$ cat src/common/cache_consts.svh
/*
  SDRAM cache constants
  geometry of the direct-mapped cache, SDRAM read latency and refresh period
*/
`ifndef CACHE_CONSTS_SVH
`define CACHE_CONSTS_SVH

// 8 words of 4 bytes per line
`define CACHE_COL_BITS 3
`define CACHE_COLUMNS (1 << `CACHE_COL_BITS)
// 64 lines, 2 KB of cached data
`define CACHE_LINE_BITS 6
`define CACHE_LINES (1 << `CACHE_LINE_BITS)
// word address into the SDRAM controller
`define CACHE_RAM_ADDR_BITS 21
`define CACHE_TAG_BITS (`CACHE_RAM_ADDR_BITS - `CACHE_LINE_BITS - `CACHE_COL_BITS)
// cycles after the read strobe before word 0 shows up (CL=2)
`define CACHE_READ_WAITS 4
// idle cycles between auto-refresh commands
`define CACHE_REFRESH_PERIOD 600
// flags stored just above the tag
`define CACHE_VALID_BIT (`CACHE_TAG_BITS)
`define CACHE_DIRTY_BIT (`CACHE_TAG_BITS + 1)

`endif

$ cat src/common/cache_pkg.sv
/*
  SDRAM cache package
  data, address field and controller command types plus sequencer states
*/
`default_nettype none

`include "cache_consts.svh"

package cache_pkg;

  typedef logic [31:0] word_t;
  typedef logic [3:0] byte_en_t;

  // fields of the byte address |tag|line|col|00|
  typedef logic [`CACHE_COL_BITS-1:0] col_ix_t;
  typedef logic [`CACHE_LINE_BITS-1:0] line_ix_t;
  typedef logic [`CACHE_TAG_BITS-1:0] tag_t;
  typedef logic [`CACHE_RAM_ADDR_BITS-1:0] ram_addr_t;

  // controller command opcodes
  typedef enum logic [2:0] {
    CMD_REFRESH  = 3'b001,
    CMD_ACTIVATE = 3'b011,
    CMD_WRITE    = 3'b100,
    CMD_READ     = 3'b101
  } sdrc_cmd_e;

  typedef enum logic [3:0] {
    S_INIT,
    S_IDLE,
    S_EVICT_ACT,
    S_EVICT_DATA,
    S_EVICT_ACK,
    S_FILL_ACT,
    S_FILL_WAIT,
    S_FILL_DATA,
    S_FILL_LAST,
    S_FILL_TAG
  } seq_state_e;

endpackage

`default_nettype wire

$ cat src/cache/sdram_sequencer.sv
/*
  SDRAM sequencer
  drives the controller command port: init refresh, periodic refresh,
  dirty line eviction burst and line fill burst
*/
`default_nettype none

`include "cache_consts.svh"

module sdram_sequencer (
  input  wire clk,
  input  wire rst_n,
  input  wire enable,
  input  wire hit,
  input  wire dirty,
  input  wire cache_pkg::line_ix_t line_ix,
  input  wire cache_pkg::tag_t address_tag,
  input  wire cache_pkg::tag_t victim_tag,
  input  wire cache_pkg::word_t flush_word,
  output cache_pkg::col_ix_t flush_ix,
  output logic fill_active,
  output cache_pkg::byte_en_t fill_enable [`CACHE_COLUMNS],
  output cache_pkg::word_t fill_data [`CACHE_COLUMNS],
  output logic tag_commit,
  input  wire sdrc_init_done,
  input  wire sdrc_cmd_ack,
  input  wire cache_pkg::word_t sdrc_data_out,
  output logic sdrc_cmd_en,
  output cache_pkg::sdrc_cmd_e sdrc_cmd,
  output cache_pkg::ram_addr_t sdrc_addr,
  output cache_pkg::word_t sdrc_data,
  output logic [7:0] sdrc_data_len
);

  cache_pkg::seq_state_e state;
  cache_pkg::col_ix_t col;
  cache_pkg::ram_addr_t fill_addr;
  cache_pkg::ram_addr_t victim_addr;
  logic [3:0] wait_count;
  logic [15:0] refresh_count;
  logic ack_seen;
  logic ack_ok;

  // ack may land mid-burst, so it is remembered until the next strobe
  assign ack_ok = ack_seen || sdrc_cmd_ack;

  // line start addresses, column bits zero
  assign fill_addr = {address_tag, line_ix, {`CACHE_COL_BITS{1'b0}}};
  assign victim_addr = {victim_tag, line_ix, {`CACHE_COL_BITS{1'b0}}};

  assign flush_ix = col;

  always_ff @(posedge clk) begin
    if (!rst_n) begin
      state <= cache_pkg::S_INIT;
      sdrc_cmd_en <= 1'b0;
      ack_seen <= 1'b1;
      fill_active <= 1'b0;
      tag_commit <= 1'b0;
      col <= '0;
      wait_count <= '0;
      refresh_count <= '0;
      for (int i = 0; i < `CACHE_COLUMNS; i++) begin
        fill_enable[i] <= '0;
      end
    end else begin
      // strobe lasts one cycle
      sdrc_cmd_en <= 1'b0;
      if (sdrc_cmd_ack) begin
        ack_seen <= 1'b1;
      end

      unique case (state)
        cache_pkg::S_INIT: begin
          // first refresh once the controller is up
          if (sdrc_init_done) begin
            sdrc_cmd_en <= 1'b1;
            sdrc_cmd <= cache_pkg::CMD_REFRESH;
            ack_seen <= 1'b0;
            refresh_count <= '0;
            state <= cache_pkg::S_IDLE;
          end
        end

        cache_pkg::S_IDLE: begin
          refresh_count <= refresh_count + 1'b1;
          col <= '0;
          // nothing new goes out before the last command is acked
          if (ack_ok) begin
            if (refresh_count >= 16'(`CACHE_REFRESH_PERIOD)) begin
              sdrc_cmd_en <= 1'b1;
              sdrc_cmd <= cache_pkg::CMD_REFRESH;
              ack_seen <= 1'b0;
              refresh_count <= '0;
            end else if (enable && !hit) begin
              // miss, open the row of the victim or of the new line
              sdrc_cmd_en <= 1'b1;
              sdrc_cmd <= cache_pkg::CMD_ACTIVATE;
              ack_seen <= 1'b0;
              if (dirty) begin
                sdrc_addr <= victim_addr;
                state <= cache_pkg::S_EVICT_ACT;
              end else begin
                sdrc_addr <= fill_addr;
                fill_active <= 1'b1;
                state <= cache_pkg::S_FILL_ACT;
              end
            end
          end
        end

        cache_pkg::S_EVICT_ACT: begin
          // write strobe carries word 0
          if (ack_ok) begin
            sdrc_cmd_en <= 1'b1;
            sdrc_cmd <= cache_pkg::CMD_WRITE;
            sdrc_addr <= victim_addr;
            sdrc_data_len <= 8'(`CACHE_COLUMNS - 1);
            sdrc_data <= flush_word;
            ack_seen <= 1'b0;
            col <= col + 1'b1;
            state <= cache_pkg::S_EVICT_DATA;
          end
        end

        cache_pkg::S_EVICT_DATA: begin
          // words 1 to 7 back to back
          sdrc_data <= flush_word;
          col <= col + 1'b1;
          if (col == '1) begin
            state <= cache_pkg::S_EVICT_ACK;
          end
        end

        cache_pkg::S_EVICT_ACK: begin
          if (ack_ok) begin
            sdrc_cmd_en <= 1'b1;
            sdrc_cmd <= cache_pkg::CMD_ACTIVATE;
            sdrc_addr <= fill_addr;
            ack_seen <= 1'b0;
            fill_active <= 1'b1;
            state <= cache_pkg::S_FILL_ACT;
          end
        end

        cache_pkg::S_FILL_ACT: begin
          if (ack_ok) begin
            sdrc_cmd_en <= 1'b1;
            sdrc_cmd <= cache_pkg::CMD_READ;
            sdrc_addr <= fill_addr;
            sdrc_data_len <= 8'(`CACHE_COLUMNS - 1);
            ack_seen <= 1'b0;
            wait_count <= '0;
            state <= cache_pkg::S_FILL_WAIT;
          end
        end

        cache_pkg::S_FILL_WAIT: begin
          // count from the strobe cycle up to the first data word
          wait_count <= wait_count + 1'b1;
          if (wait_count == 4'(`CACHE_READ_WAITS)) begin
            col <= '0;
            state <= cache_pkg::S_FILL_DATA;
          end
        end

        cache_pkg::S_FILL_DATA: begin
          // capture word, the column RAM takes it next cycle
          for (int i = 0; i < `CACHE_COLUMNS; i++) begin
            fill_enable[i] <= (col == cache_pkg::col_ix_t'(i)) ? 4'b1111 : 4'b0000;
          end
          fill_data[col] <= sdrc_data_out;
          col <= col + 1'b1;
          if (col == '1) begin
            state <= cache_pkg::S_FILL_LAST;
          end
        end

        cache_pkg::S_FILL_LAST: begin
          // last column being written now, tag follows
          for (int i = 0; i < `CACHE_COLUMNS; i++) begin
            fill_enable[i] <= '0;
          end
          tag_commit <= 1'b1;
          state <= cache_pkg::S_FILL_TAG;
        end

        cache_pkg::S_FILL_TAG: begin
          tag_commit <= 1'b0;
          fill_active <= 1'b0;
          state <= cache_pkg::S_IDLE;
        end

        default: state <= cache_pkg::S_INIT;
      endcase
    end
  end

endmodule

`default_nettype wire

$ cat config.mk
export PLATFORM = sky130hd
export DESIGN_NAME = sdram_sequencer
export DESIGN_NICKNAME = d
export VERILOG_FILES = /design/src/common/cache_pkg.sv /design/src/cache/sdram_sequencer.sv
export VERILOG_INCLUDE_DIRS = /design/src /design/src/common
export SDC_FILE = /design/constraint.sdc
export NUM_CORES = 1
export LEC_CHECK = 0
export BUFFER_PORTS_ARGS = -buffer_cell sky130_fd_sc_hd__buf_2
export CORE_AREA = 2 2 180 182
export CTS_BUF_LIST = sky130_fd_sc_hd__clkbuf_16
export DETAILED_ROUTE_END_ITERATION = 6
export DIE_AREA = 0 0 182 184
export PLACE_DENSITY_LB_ADDON = 0.08
export SLEW_MARGIN = 40
export SYNTH_ARGS = -nofsm -noshare
export SYNTH_HDL_FRONTEND = slang
export SYNTH_SLANG_ARGS = --single-unit
$ cat constraint.sdc
create_clock -name clk -period 7.84 [get_ports clk]
set_clock_uncertainty 0.1 [all_clocks]
set_input_delay 0.392 -clock clk [delete_from_list [all_inputs] [get_ports clk]]
set_output_delay 0.392 -clock clk [all_outputs]
set_load 0.03 [all_outputs]
* Word level (Yosys, flattened, before mapping)
Index checks and enable logic that the tools add are counted.
** Cells by class
- $add $sub $neg :: 3
- Bitwise gates (word level) :: 1
- Mux-type cells :: 70
- Magnitude comparators :: 3
- Reduce and logical (&&, ||, !) cells :: 27
- Shifts and indexed selects :: 0
- Equal/unequal tests :: 30
- Div/mod/pow operators :: 0
- Multipliers :: 0
** Operator list (number)
- $bwmux 256 :: 1
- $pmux 32 s2 :: 2
- $mux 21 :: 6
- $demux 32 s3 :: 1
- $mux 4 :: 19
- $mux 32 :: 2
- $pmux 21 s3 :: 1
- $mux 16 :: 3
- $pmux 4 s10 :: 1
- $pmux 16 s2 :: 1
- $mux 3 :: 10
- $ne 2x2->1 const B :: 11
- $eq 4x3->1 const B :: 5
- $add 16x1->16 const B :: 1
- $ge 16x10->1 const B :: 1
- $mux 1 :: 16
- $pmux 3 s5 :: 1
- $eq 3x3->1 const B :: 4
- $pmux 3 s4 :: 1
- $reduce_and 10->1 :: 1
- $reduce_bool 2->1 :: 5
- $pmux 1 s3 :: 3
- $eq 4x2->1 const B :: 2
- $eq 4x4->1 const B :: 2
- 27 further kinds :: 34
** Word-level totals
- Bits of input ports :: 101
- Bits in read-only memories :: 0
- Word-level logic and storage cells :: 161
- Latch bits :: 0
- Memories kept :: 0
- Register bits :: 375
- RAM bits :: 0
- Output and inout port bits :: 358

* Logic depth before layout (Yosys ltp)
Gate-level depths: netlist of run 1.
- Depth after elaboration :: 6
- Mapped depth :: 7

* Worst setup path before layout of run 1
OpenSTA, ideal clock, no wires.
- Path kind :: register to register
- Start :: register state[0]
- End :: register sdrc_data[0], enable pin
- Required time :: 7146 ps
- Buffers on the path :: 2
- Period minus slack after synthesis :: 6639 ps
- Cell stages (with the launch flop) :: 5
- Arrival time :: 5945 ps
- Path slack :: 1201 ps
- Path through :: dfxtp_1 buf_2 clkbuf_1 inv_1 a2111oi_0
** Between the ends
- Word-level cells in the longest chain between the ends :: 3
** RTL lines
- start, declared :: line sdram_sequencer.sv:35 : cache_pkg::seq_state_e state;
- start signal, assigned :: line sdram_sequencer.sv:55 : state <= cache_pkg::S_INIT;
- start signal, assigned :: line sdram_sequencer.sv:81 : state <= cache_pkg::S_IDLE;
- start signal, assigned :: line sdram_sequencer.sv:102 : state <= cache_pkg::S_EVICT_ACT;
- $eq 4x2->1 :: line sdram_sequencer.sv:73 : unique case (state)
- $ne 2x2->1 (no line) or $reduce_bool 2->1 (tied branches)
- $reduce_and 3->1 (no line) *
- end signal, assigned :: line sdram_sequencer.sv:119 : sdrc_data <= flush_word;
- end signal, assigned :: line sdram_sequencer.sv:128 : sdrc_data <= flush_word;
- end, declared :: line sdram_sequencer.sv:31 : output cache_pkg::word_t sdrc_data,
Mark *: on every way between the ends. The rest lies on a longest branch, timed or not.
A chain may end at the register's enable or synchronous reset.

* Worst setup path after layout of run 1
- Start :: register state[0]
- End :: register fill_data[207] (netlist name), enable pin
** Between the ends
- Word-level cells in the longest chain between the ends :: 2
** RTL lines
- $eq 4x3->1 :: line sdram_sequencer.sv:73
- $reduce_and 2->1 (no line)
- end signal, assigned by index :: line sdram_sequencer.sv:172 : fill_data[col] <= sdrc_data_out;
- end, declared :: line sdram_sequencer.sv:23 : output cache_pkg::word_t fill_data [`CACHE_COLUMNS],
Every way passes these cells.

==> results.txt, run 1 <==
detailed placement HPWL: 25.3 mm
Sink Count: 348
fmax: 0.300 GHz
Slew @ Worst Pin: 0.781 ns
Post-synth ARST share: 0%
die width: 182 um
worst reg2reg path depth: 5
Post-synth EDFFs: 309
vias in the first global route: 7138
Tot Pwr: 4150 uW
syn avg cell area: 18.1 um2
GP Congestion: 0.817
Reg-to-Reg End: fill_data[207]$_DFFE_PP_
synth unique cells: 55
DRC violations left: 0
First-pass DRT Iterations: 5
initial antenna violation count: 1
drt initial violations: 476
type of origin of the critical path: flop
# H-tree levels: 2
Die Y: 184 um
RSZ-0062 raised after global routing: no
Die ar.: 0.0335 mm2
Rows: 65
TritonCTS clock tree: done
total grt overflow: 0
clock tree buffer depth: 3
Slew HR: 47.9%
CP Max Fanout: 24
top-count cell post-synth: edfxtp_1
Crit path required time: 7.91 ns
Seq/Total Area, Yosys: 83.8%
Area Overhead vs Synth: 35.2%
Setup TNS: 0 ns
global-route wire length before repair: 48.6 mm
Max Transition Viols Final: 0
most area-consuming cells after synthesis: edfxtp_1, dfxtp_1, buf_4, nand2_1, mux2_2
layout cells sized above 1: 45.4%
Worst Hold Depth: 1
Crit. End Element: flop
outcome: completed
Post-DRT Antenna Nets: 0
Hold Crit Start: sdrc_data_out[1]
CTS Hold Bufs: 38
I/O Pins: 459
Final #Nets: 1270
Vias: 7592
share of the synthesized area in the top cell type: 77.3%
Inst Count DP: 1484
largest net degree at the start of global routing: 33
routed wire length: 34.2 mm
Seq cells post-synth: 348
mapped cell area: 0.0120 mm2
Vias/cell: 4.79
largest area contributor in the netlist: edfxtp_1
setup violators final: 0
VDD IR max: 0.150 mV
YS warnings: 0
Reg clk slew, reported paths: 0.06 ns
crit path DAT: 3.40 ns
final worst path period need: 3.33 ns
Inserted Clock Buffers: 37
leakage: 0.00631 uW
Setup Buffers After CTS: 0
r2r startpoint: state[0]$_SDFFE_PN0P_
core region area: 0.0314 mm2
top cells by count, synth: edfxtp_1, nand2_1, dfxtp_1
Max-Cap Viols: 0
CTS Root Cell: clkbuf_16
post-CTS sizing: 0
GRT Overall Usage: 19.8%
CP Class: flop to flop
Pwr Density: 256 mW/mm2
WL/cell: 21.6 um
Initial Util: 38.2%
Clk Latency, worst-skew pair: 0.51 ns
Port-buffer cells: 447
Fin. Hold Viols: 0
Critical Path Source: state[0]$_SDFFE_PN0P_
Mapped Cells: 664
reg-to-reg slack, setup: 4.51 ns
period utilization: 42.5%
hold crit path type: primary input to flop
hold worst-path end: fill_data[129]$_DFFE_PP_
top_reg_cell synth: edfxtp_1
non-filler cells, final: 1585
==> worst max-delay path by stage <==
stage,end,cells past startpoint
2_1_floorplan,sdrc_data[0]$_DFFE_PP_,4
3_3_place_gp,fill_data[218]$_DFFE_PP_,5
3_5_place_dp,fill_data[218]$_DFFE_PP_,5
4_1_cts,fill_data[221]$_DFFE_PP_,5
5_1_grt,fill_data[215]$_DFFE_PP_,5
6_report,fill_data[207]$_DFFE_PP_,5
==> report_power, final <==
part / internal, uW / switching, uW / leakage, uW
Combinational: 129 / 294 / 0.00265
Clock: 924 / 679 / 0.000569
Sequential: 2080 / 38.9 / 0.00309
Total: 3140 / 1010 / 0.00631
==> cell families (layout without fill, tap and decap cells) <==
| logic type | count (synthesis) | count (layout) | share of synthesized area, % |
|---|---|---|---|
| flops | 348 | 348 | 83.8 |
| simple gates | 152 | 152 | 6.66 |
| compound gates | 68 | 68 | 3.59 |
| buf+inv | 67 | 576 | 3.27 |
| mux | 14 | 14 | 1.30 |
| fa+ha+maj | 10 | 10 | 1.04 |
| xor+xnor | 3 | 3 | 0.219 |
| other cells | 2 | 12 | 0.0626 |
==> metal layers <==
layer	vias up	share of wire [%]	global-route usage [%]
met5	-	0	0
met4	0	2.4	5.68
met3	53	7.3	5.25
met2	301	52	35.1
met1	3750	38	23.8
li1	3488	-	-
==> placed cells by master (no fill, tap or decap), types with 10 or more instances in the layout <==
master         netlist  final
buf_2                5    447
edfxtp_1           309    309
nand2_1             41     41
dfxtp_1             39     39
dlygate4sd3_1        0     38
clkbuf_16            0     37
nand3_1             26     26
inv_1               15     24
nor2_1              28     22
a21oi_1             21     21
o21ai_0             14     13
mux2_2              13     13
conb_1               2     11
ha_1                10     10
==> state kept, by name, indices dropped and copies added (netlist names) <==
signal and flops:
fill_data 256, sdrc_data 32, sdrc_addr 18, refresh_count 16
fill_enable 8, state 4, wait_count 4, flush_ix 3
sdrc_cmd 3, ack_seen 1, fill_active 1, sdrc_cmd_en 1
tag_commit 1
==> worst max-delay path, stage by stage (launching register included) <==
cell and delay (ns):
dfxtp_1 0.65, nor2b_1 0.34, and3_1 0.41, nand3_1 0.36, nor3_2 0.66, buf_4 0.46
==> metrics by stage <==
| stage | area (um2) | setup WS, ns | util [%] | hold slack, ns |
|---|---|---|---|---|
| floorplan | 12000 | 1.20 | - | 0.371 |
| global placement | 14500 | 4.63 | 46.3 | 0.365 |
| detailed placement | 14700 | 4.47 | 46.9 | 0.361 |
| CTS | 16200 | 4.46 | 51.7 | 0.0487 |
| global route | 16200 | 4.17 | 51.7 | 0.0526 |
| finish | 16200 | 4.51 | 51.7 | 0.0723 |
==> area by class of cell <==
| class | instances | area [um2] |
|---|---|---|
| clock buffer | 37 | 926 |
| sequential | 348 | 10100 |
| clock inverter | 25 | 176 |
| multi-input combinational | 258 | 1650 |
| antenna | 1 | 2.50 |
| fill | 2695 | 15200 |
| timing repair buffer | 498 | 2850 |
| inverter | 16 | 60.1 |
| tap | 402 | 503 |
No activity file was read; power rests on OpenSTA's default activity.
==> run 2, diff against run 1 <==
==> constraint.sdc (replaced) <==
create_clock -name clk -period 3.22 [get_ports clk]
set_clock_uncertainty 0.1 [all_clocks]
set_input_delay 0.161 -clock clk [delete_from_list [all_inputs] [get_ports clk]]
set_output_delay 0.161 -clock clk [all_outputs]
set_load 0.03 [all_outputs]
==> run 2 against run 1 <==
  * Register-to-register slack lost 3.9 ns
  * Setup slack lost 3.9 ns
  * Total power grew to 2.5 times the previous value
  * First-iteration DRC count grew 9.7%
  * Clock-buffer cell count is the same
  * Largest cell class unchanged
  * Combinational power grew to 2.9 times the previous value
==> results.txt, run 2 (same netlist as run 1, synthesis figures left out) <==
outcome: completed
TritonCTS clock tree: done
Slew HR: 49.8%
CP Max Fanout: 23
Crit. End Element: flop
Reg-to-Reg End: sdrc_addr[10]$_DFFE_PP_
CP cell instances: buf_4 > inv_1 > o21ai_0 > nand2_1 > mux2_2 > dlygate4sd3_1
Die ar.: 0.0335 mm2
CTS Root Cell: clkbuf_16
RSZ-0062 raised after global routing: no
hold crit path type: primary input to flop
commonest non-fill, non-tap cell in the layout: buf_2
Slew @ Worst Pin: 0.753 ns
DRC violations left: 0
register area: 0.0101 mm2
routed wire length: 32.9 mm
drt initial violations: 522
Vias: 7762
Max-Cap Viols: 0
Worst Hold Depth: 5
most frequent cells in the layout: buf_2, edfxtp_1, dlygate4sd3_1, nand2_1, dfxtp_1
CTS Hold Bufs: 96
reg-to-reg slack, setup: 0.62 ns
Hold Crit Start: dirty
switching fraction of total power: 24.3%
non-filler cells, final: 1652
Port-buffer cells: 447
Clk pwr share: 39.5%
initial antenna violation count: 0
Sink Count: 348
Clk Latency, worst-skew pair: 0.52 ns
GP Congestion: 0.785
First-pass DRT Iterations: 5
Final #Nets: 1334
hold worst-path end: state[0]$_SDFFE_PN0P_
detailed placement HPWL: 23.2 mm
Slowest Stage Delay on Critical Path: 0.56 ns
Reg clk slew, reported paths: 0.06 ns
worst reg2reg path depth: 6
Post-DRT Antenna Nets: 0
I/O Pins: 459
Initial Util: 38.2%
Inst Count DP: 1490
core region area: 0.0314 mm2
switching power: 2540 uW
Setup TNS: 0 ns
crit path DAT: 2.76 ns
Fin. Hold Viols: 0
layout cells sized above 1: 43.6%
P_int: 7910 uW
# H-tree levels: 2
Inserted Clock Buffers: 37
sequential power share: 48.9%
largest net degree at the start of global routing: 33
WL/cell: 19.9 um
die width: 182 um
# diodes: 0
max reg flops: 256
Setup Buffers After CTS: 0
Rows: 65
DP Area: 0.0147 mm2
Crit path required time: 3.38 ns
Area Overhead vs Synth: 40.8%
post-CTS sizing: 0
fill cell count: 2558
Combinational Power Share: 11.6%
Max Transition Viols Final: 0
CP max-delay cell: dlygate4sd3_1
vias in the first global route: 7531
Pwr Density: 619 mW/mm2
Final Core Density: 53.8%
hold_ws: 0.0360 ns
Die Y: 184 um
fmax: 0.384 GHz
GRT Overall Usage: 18.9%
Reg with most FFs: fill_data
global-route wire length before repair: 47.4 mm
VDD IR max: 0.361 mV
total grt overflow: 0
period utilization: 80.8%
setup violators final: 0
Largest regs: fill_data x256, sdrc_data x32, sdrc_addr x18
Multi-input gate area: 0.00167 mm2
final instance area: 0.0169 mm2
final worst path period need: 2.60 ns
clock tree buffer depth: 3
type of origin of the critical path: flop
r2r startpoint: state[2]$_SDFFE_PN0P_
leakage: 0.00658 uW
Vias/cell: 4.70
CP Class: flop to flop
==> run 2: cell count changes in the layout (fill, tap and decap cells not counted), moves of 3 or more <==
cell           delta
buf_16            -6
dlygate4sd3_1    +58
buf_4             +8
clkinv_1          +3
buf_12            +6
==> run 2: critical path: cells and delay by family (launching register included) <==
kind | cells | cell delay (ns)
muxes | 1 | 0.40
AOI/OAI and AO/OA | 1 | 0.19
DFF | 1 | 0.32
buffers and inverters | 3 | 0.96
and+or+nand+nor | 1 | 0.36
==> run 2: worst max path at each step <==
stage	startpoint	to	depth (start not counted)	slack, ns
final	state[2]$_SDFFE_PN0P_	sdrc_addr[10]$_DFFE_PP_	6	0.62
after floorplan	state[1]$_SDFFE_PN0P_	fill_data[0]$_DFFE_PP_	6	0.10
after detailed placement	state[0]$_SDFFE_PN0P_	fill_data[54]$_DFFE_PP_	5	0.81
after global placement	state[0]$_SDFFE_PN0P_	fill_data[93]$_DFFE_PP_	5	0.90
after global routing	state[2]$_SDFFE_PN0P_	sdrc_addr[10]$_DFFE_PP_	6	0.48
after CTS	state[2]$_SDFFE_PN0P_	sdrc_addr[13]$_DFFE_PP_	6	0.66
==> run 2: area by class of cell <==
type / count / area share (%)
clock buffers: 37 / 5.48
clock inverters: 29 / 1.51
inverters: 16 / 0.356
flip-flops and latches: 348 / 59.6
repair buffers: 562 / 20.2
multi-input cells: 258 / 9.88
well taps: 402 / 2.98
==> run 2: layer usage <==
layer | track usage [%] | part of all wire (%)
met3 | 4.24 | 7.1
met1 | 22.8 | 39
met4 | 5.81 | 2.4
met5 | 0 | 0
met2 | 33.9 | 51
==> run 2: through the flow <==
stage	total power [uW]	worst slack, ns
5_1_grt	10900	0.476
4_1_cts	10600	0.657
2_1_floorplan	5930	0.104
3_5_place_dp	6290	0.814
3_3_place_gp	6280	0.897
6_report	10500	0.619
==> run 2: power groups by stage <==
| stage | Clock [uW] | Combinational, uW | Sequential (uW) |
|---|---|---|---|
| after detailed placement | 0 | 1080 | 5210 |
| after floorplan | 0 | 522 | 5410 |
| after global routing | 4420 | 1300 | 5130 |
| final | 4130 | 1210 | 5110 |
| after global placement | 0 | 1080 | 5210 |
| after CTS | 4230 | 1210 | 5120 |
==> run 3, diff against run 2 <==
==> constraint.sdc (replaced) <==
create_clock -name clk -period 2.35 [get_ports clk]
set_clock_uncertainty 0.1 [all_clocks]
set_input_delay 0.1175 -clock clk [delete_from_list [all_inputs] [get_ports clk]]
set_output_delay 0.1175 -clock clk [all_outputs]
set_load 0.03 [all_outputs]
==> run 3 against run 2 <==
  * Routed wire length up 0.53%
  * Total power up 36%
  * Flip-flop and latch count unchanged
  * Register-to-register slack worse by 0.32 ns
  * Clock power up 34%
  * Combinational power up 39%
  * Core utilization up 0.41 points
  * Critical path depth down 2
  * Sequential share of layout area down 0.44 points
  * Non-clock buffer count up 13
  * Global-route usage up 0.20 points
  * Critical path type unchanged
==> results.txt, run 3 (same netlist as run 1, synthesis figures left out) <==
Crit. End Element: flop
CP Class: flop to flop
CP Max Fanout: 17
First-pass DRT Iterations: 4
RSZ-0062 raised after global routing: no
Clk pwr share: 38.8%
GP Congestion: 0.852
Largest regs: fill_data x256, sdrc_data x32, sdrc_addr x18
detailed placement HPWL: 23.0 mm
largest net degree at the start of global routing: 33
fill cell count: 2598
die width: 182 um
commonest non-fill, non-tap cell in the layout: buf_2
# H-tree levels: 2
Crit path required time: 2.41 ns
max reg flops: 256
routed wire length: 33.1 mm
layer with the highest usage: met2
Inserted Clock Buffers: 37
Slew HR: 53.7%
switching fraction of total power: 24.4%
layout cells sized above 1: 44.7%
Clk Latency, worst-skew pair: 0.52 ns
hold crit path type: primary input to flop
core region area: 0.0314 mm2
Initial Util: 38.2%
DRC violations left: 0
Port-buffer cells: 447
drt initial violations: 524
I/O Pins: 459
VDD IR max: 0.558 mV
Rows: 65
clock tree buffer depth: 3
Die ar.: 0.0335 mm2
Final #Nets: 1347
Max-Cap Viols: 0
TritonCTS clock tree: done
Post-DRT Antenna Nets: 0
P_int: 10800 uW
Reg clk slew, reported paths: 0.06 ns
fmax: 0.487 GHz
DP Area: 0.0149 mm2
met3 Usage GRT: 4.97%
global-route wire length before repair: 47.8 mm
CTS Root Cell: clkbuf_16
M1 GR Usage: 23.2%
switching power: 3480 uW
Slew @ Worst Pin: 0.688 ns
hold_ws: 0.0782 ns
GRT Overall Usage: 19.1%
final worst path period need: 2.05 ns
crit path DAT: 2.11 ns
Sink Count: 348
leakage: 0.00664 uW
initial antenna violation count: 1
Combinational Power Share: 11.8%
Max Transition Viols Final: 0
total grt overflow: 0
outcome: completed
Reg with most FFs: fill_data
Setup TNS: 0 ns
type of origin of the critical path: flop
Vias/cell: 4.68
Pwr Density: 838 mW/mm2
sequential power share: 49.4%
final instance area: 0.0170 mm2
WL/cell: 19.9 um
Setup Buffers After CTS: 0
Vias: 7801
Area Overhead vs Synth: 41.8%
Fin. Hold Viols: 0
most frequent cells in the layout: buf_2, edfxtp_1, dlygate4sd3_1, nand2_1
period utilization: 87.3%
grt met2 use: 33.6%
Die Y: 184 um
vias in the first global route: 7596
setup violators final: 0
[run 3: cell type report]
class	instances	area (um2)	area share (%)
repair buffers	575	3530	20.7
multi-input cells	258	1710	10.0
flip-flops and latches	348	10100	59.1
well taps	402	503	2.96
inverters	16	60.1	0.353
clock inverters	29	230	1.35
diodes	1	2.50	0.0147
clock buffers	37	926	5.44
[run 3: routing by layer]
layer	up-vias	wire length, um	part of all wire, %
li1	3639	-	-
met1	3776	13100	40
met2	338	16900	51
met3	48	2430	7.3
met4	0	685	2.1
met5	-	0	0
[run 3: power by group through the flow]
stage,logic [uW],clock network [uW],registers [uW]
3_3_place_gp,1560,0,7160
2_1_floorplan,766,0,7420
6_report,1680,5540,7040
5_1_grt,1820,5930,7050
4_1_cts,1680,5680,7040
3_5_place_dp,1550,0,7160
[run 3: repair_timing]
item,CTS,global route
endpoints found under the setup margin,0,9
hold endpoints to repair,310,0
hold buffers,97,0
resized for setup,0,1
[run 3: stage by stage]
step / utilization, % / cells / setup slack (ns) / power, uW
2_1_floorplan: - / 673 / -0.0792 / 8180
3_3_place_gp: 47.4 / 1502 / 0.293 / 8720
3_5_place_dp: 47.4 / 1502 / 0.261 / 8710
4_1_cts: 54.2 / 1665 / 0.224 / 14400
5_1_grt: 54.2 / 1666 / 0.117 / 14800
6_report: 54.2 / 1666 / 0.298 / 14300
[run 3: worst paths after layout]
check	from	endpoint	slack, ns	depth (start not counted)
hold / removal	hit	sdrc_cmd_en$_SDFF_PN0_	0.08	4
setup reg to reg	state[0]$_SDFFE_PN0P_	sdrc_cmd[2]$_SDFFCE_PN0P_	0.30	4
hold reg to reg	fill_enable[18]$_SDFFE_PN0N_	fill_enable[18]$_SDFFE_PN0N_	0.41	2
setup / recovery	state[0]$_SDFFE_PN0P_	sdrc_cmd[2]$_SDFFCE_PN0P_	0.30	4
[run 3: worst max-delay path, stage by stage, from the launching register on]
cell and delay (ns):
dfxtp_1 0.31, buf_4 0.19, or3_1 0.40, and4b_1 0.26, nor3_1 0.43
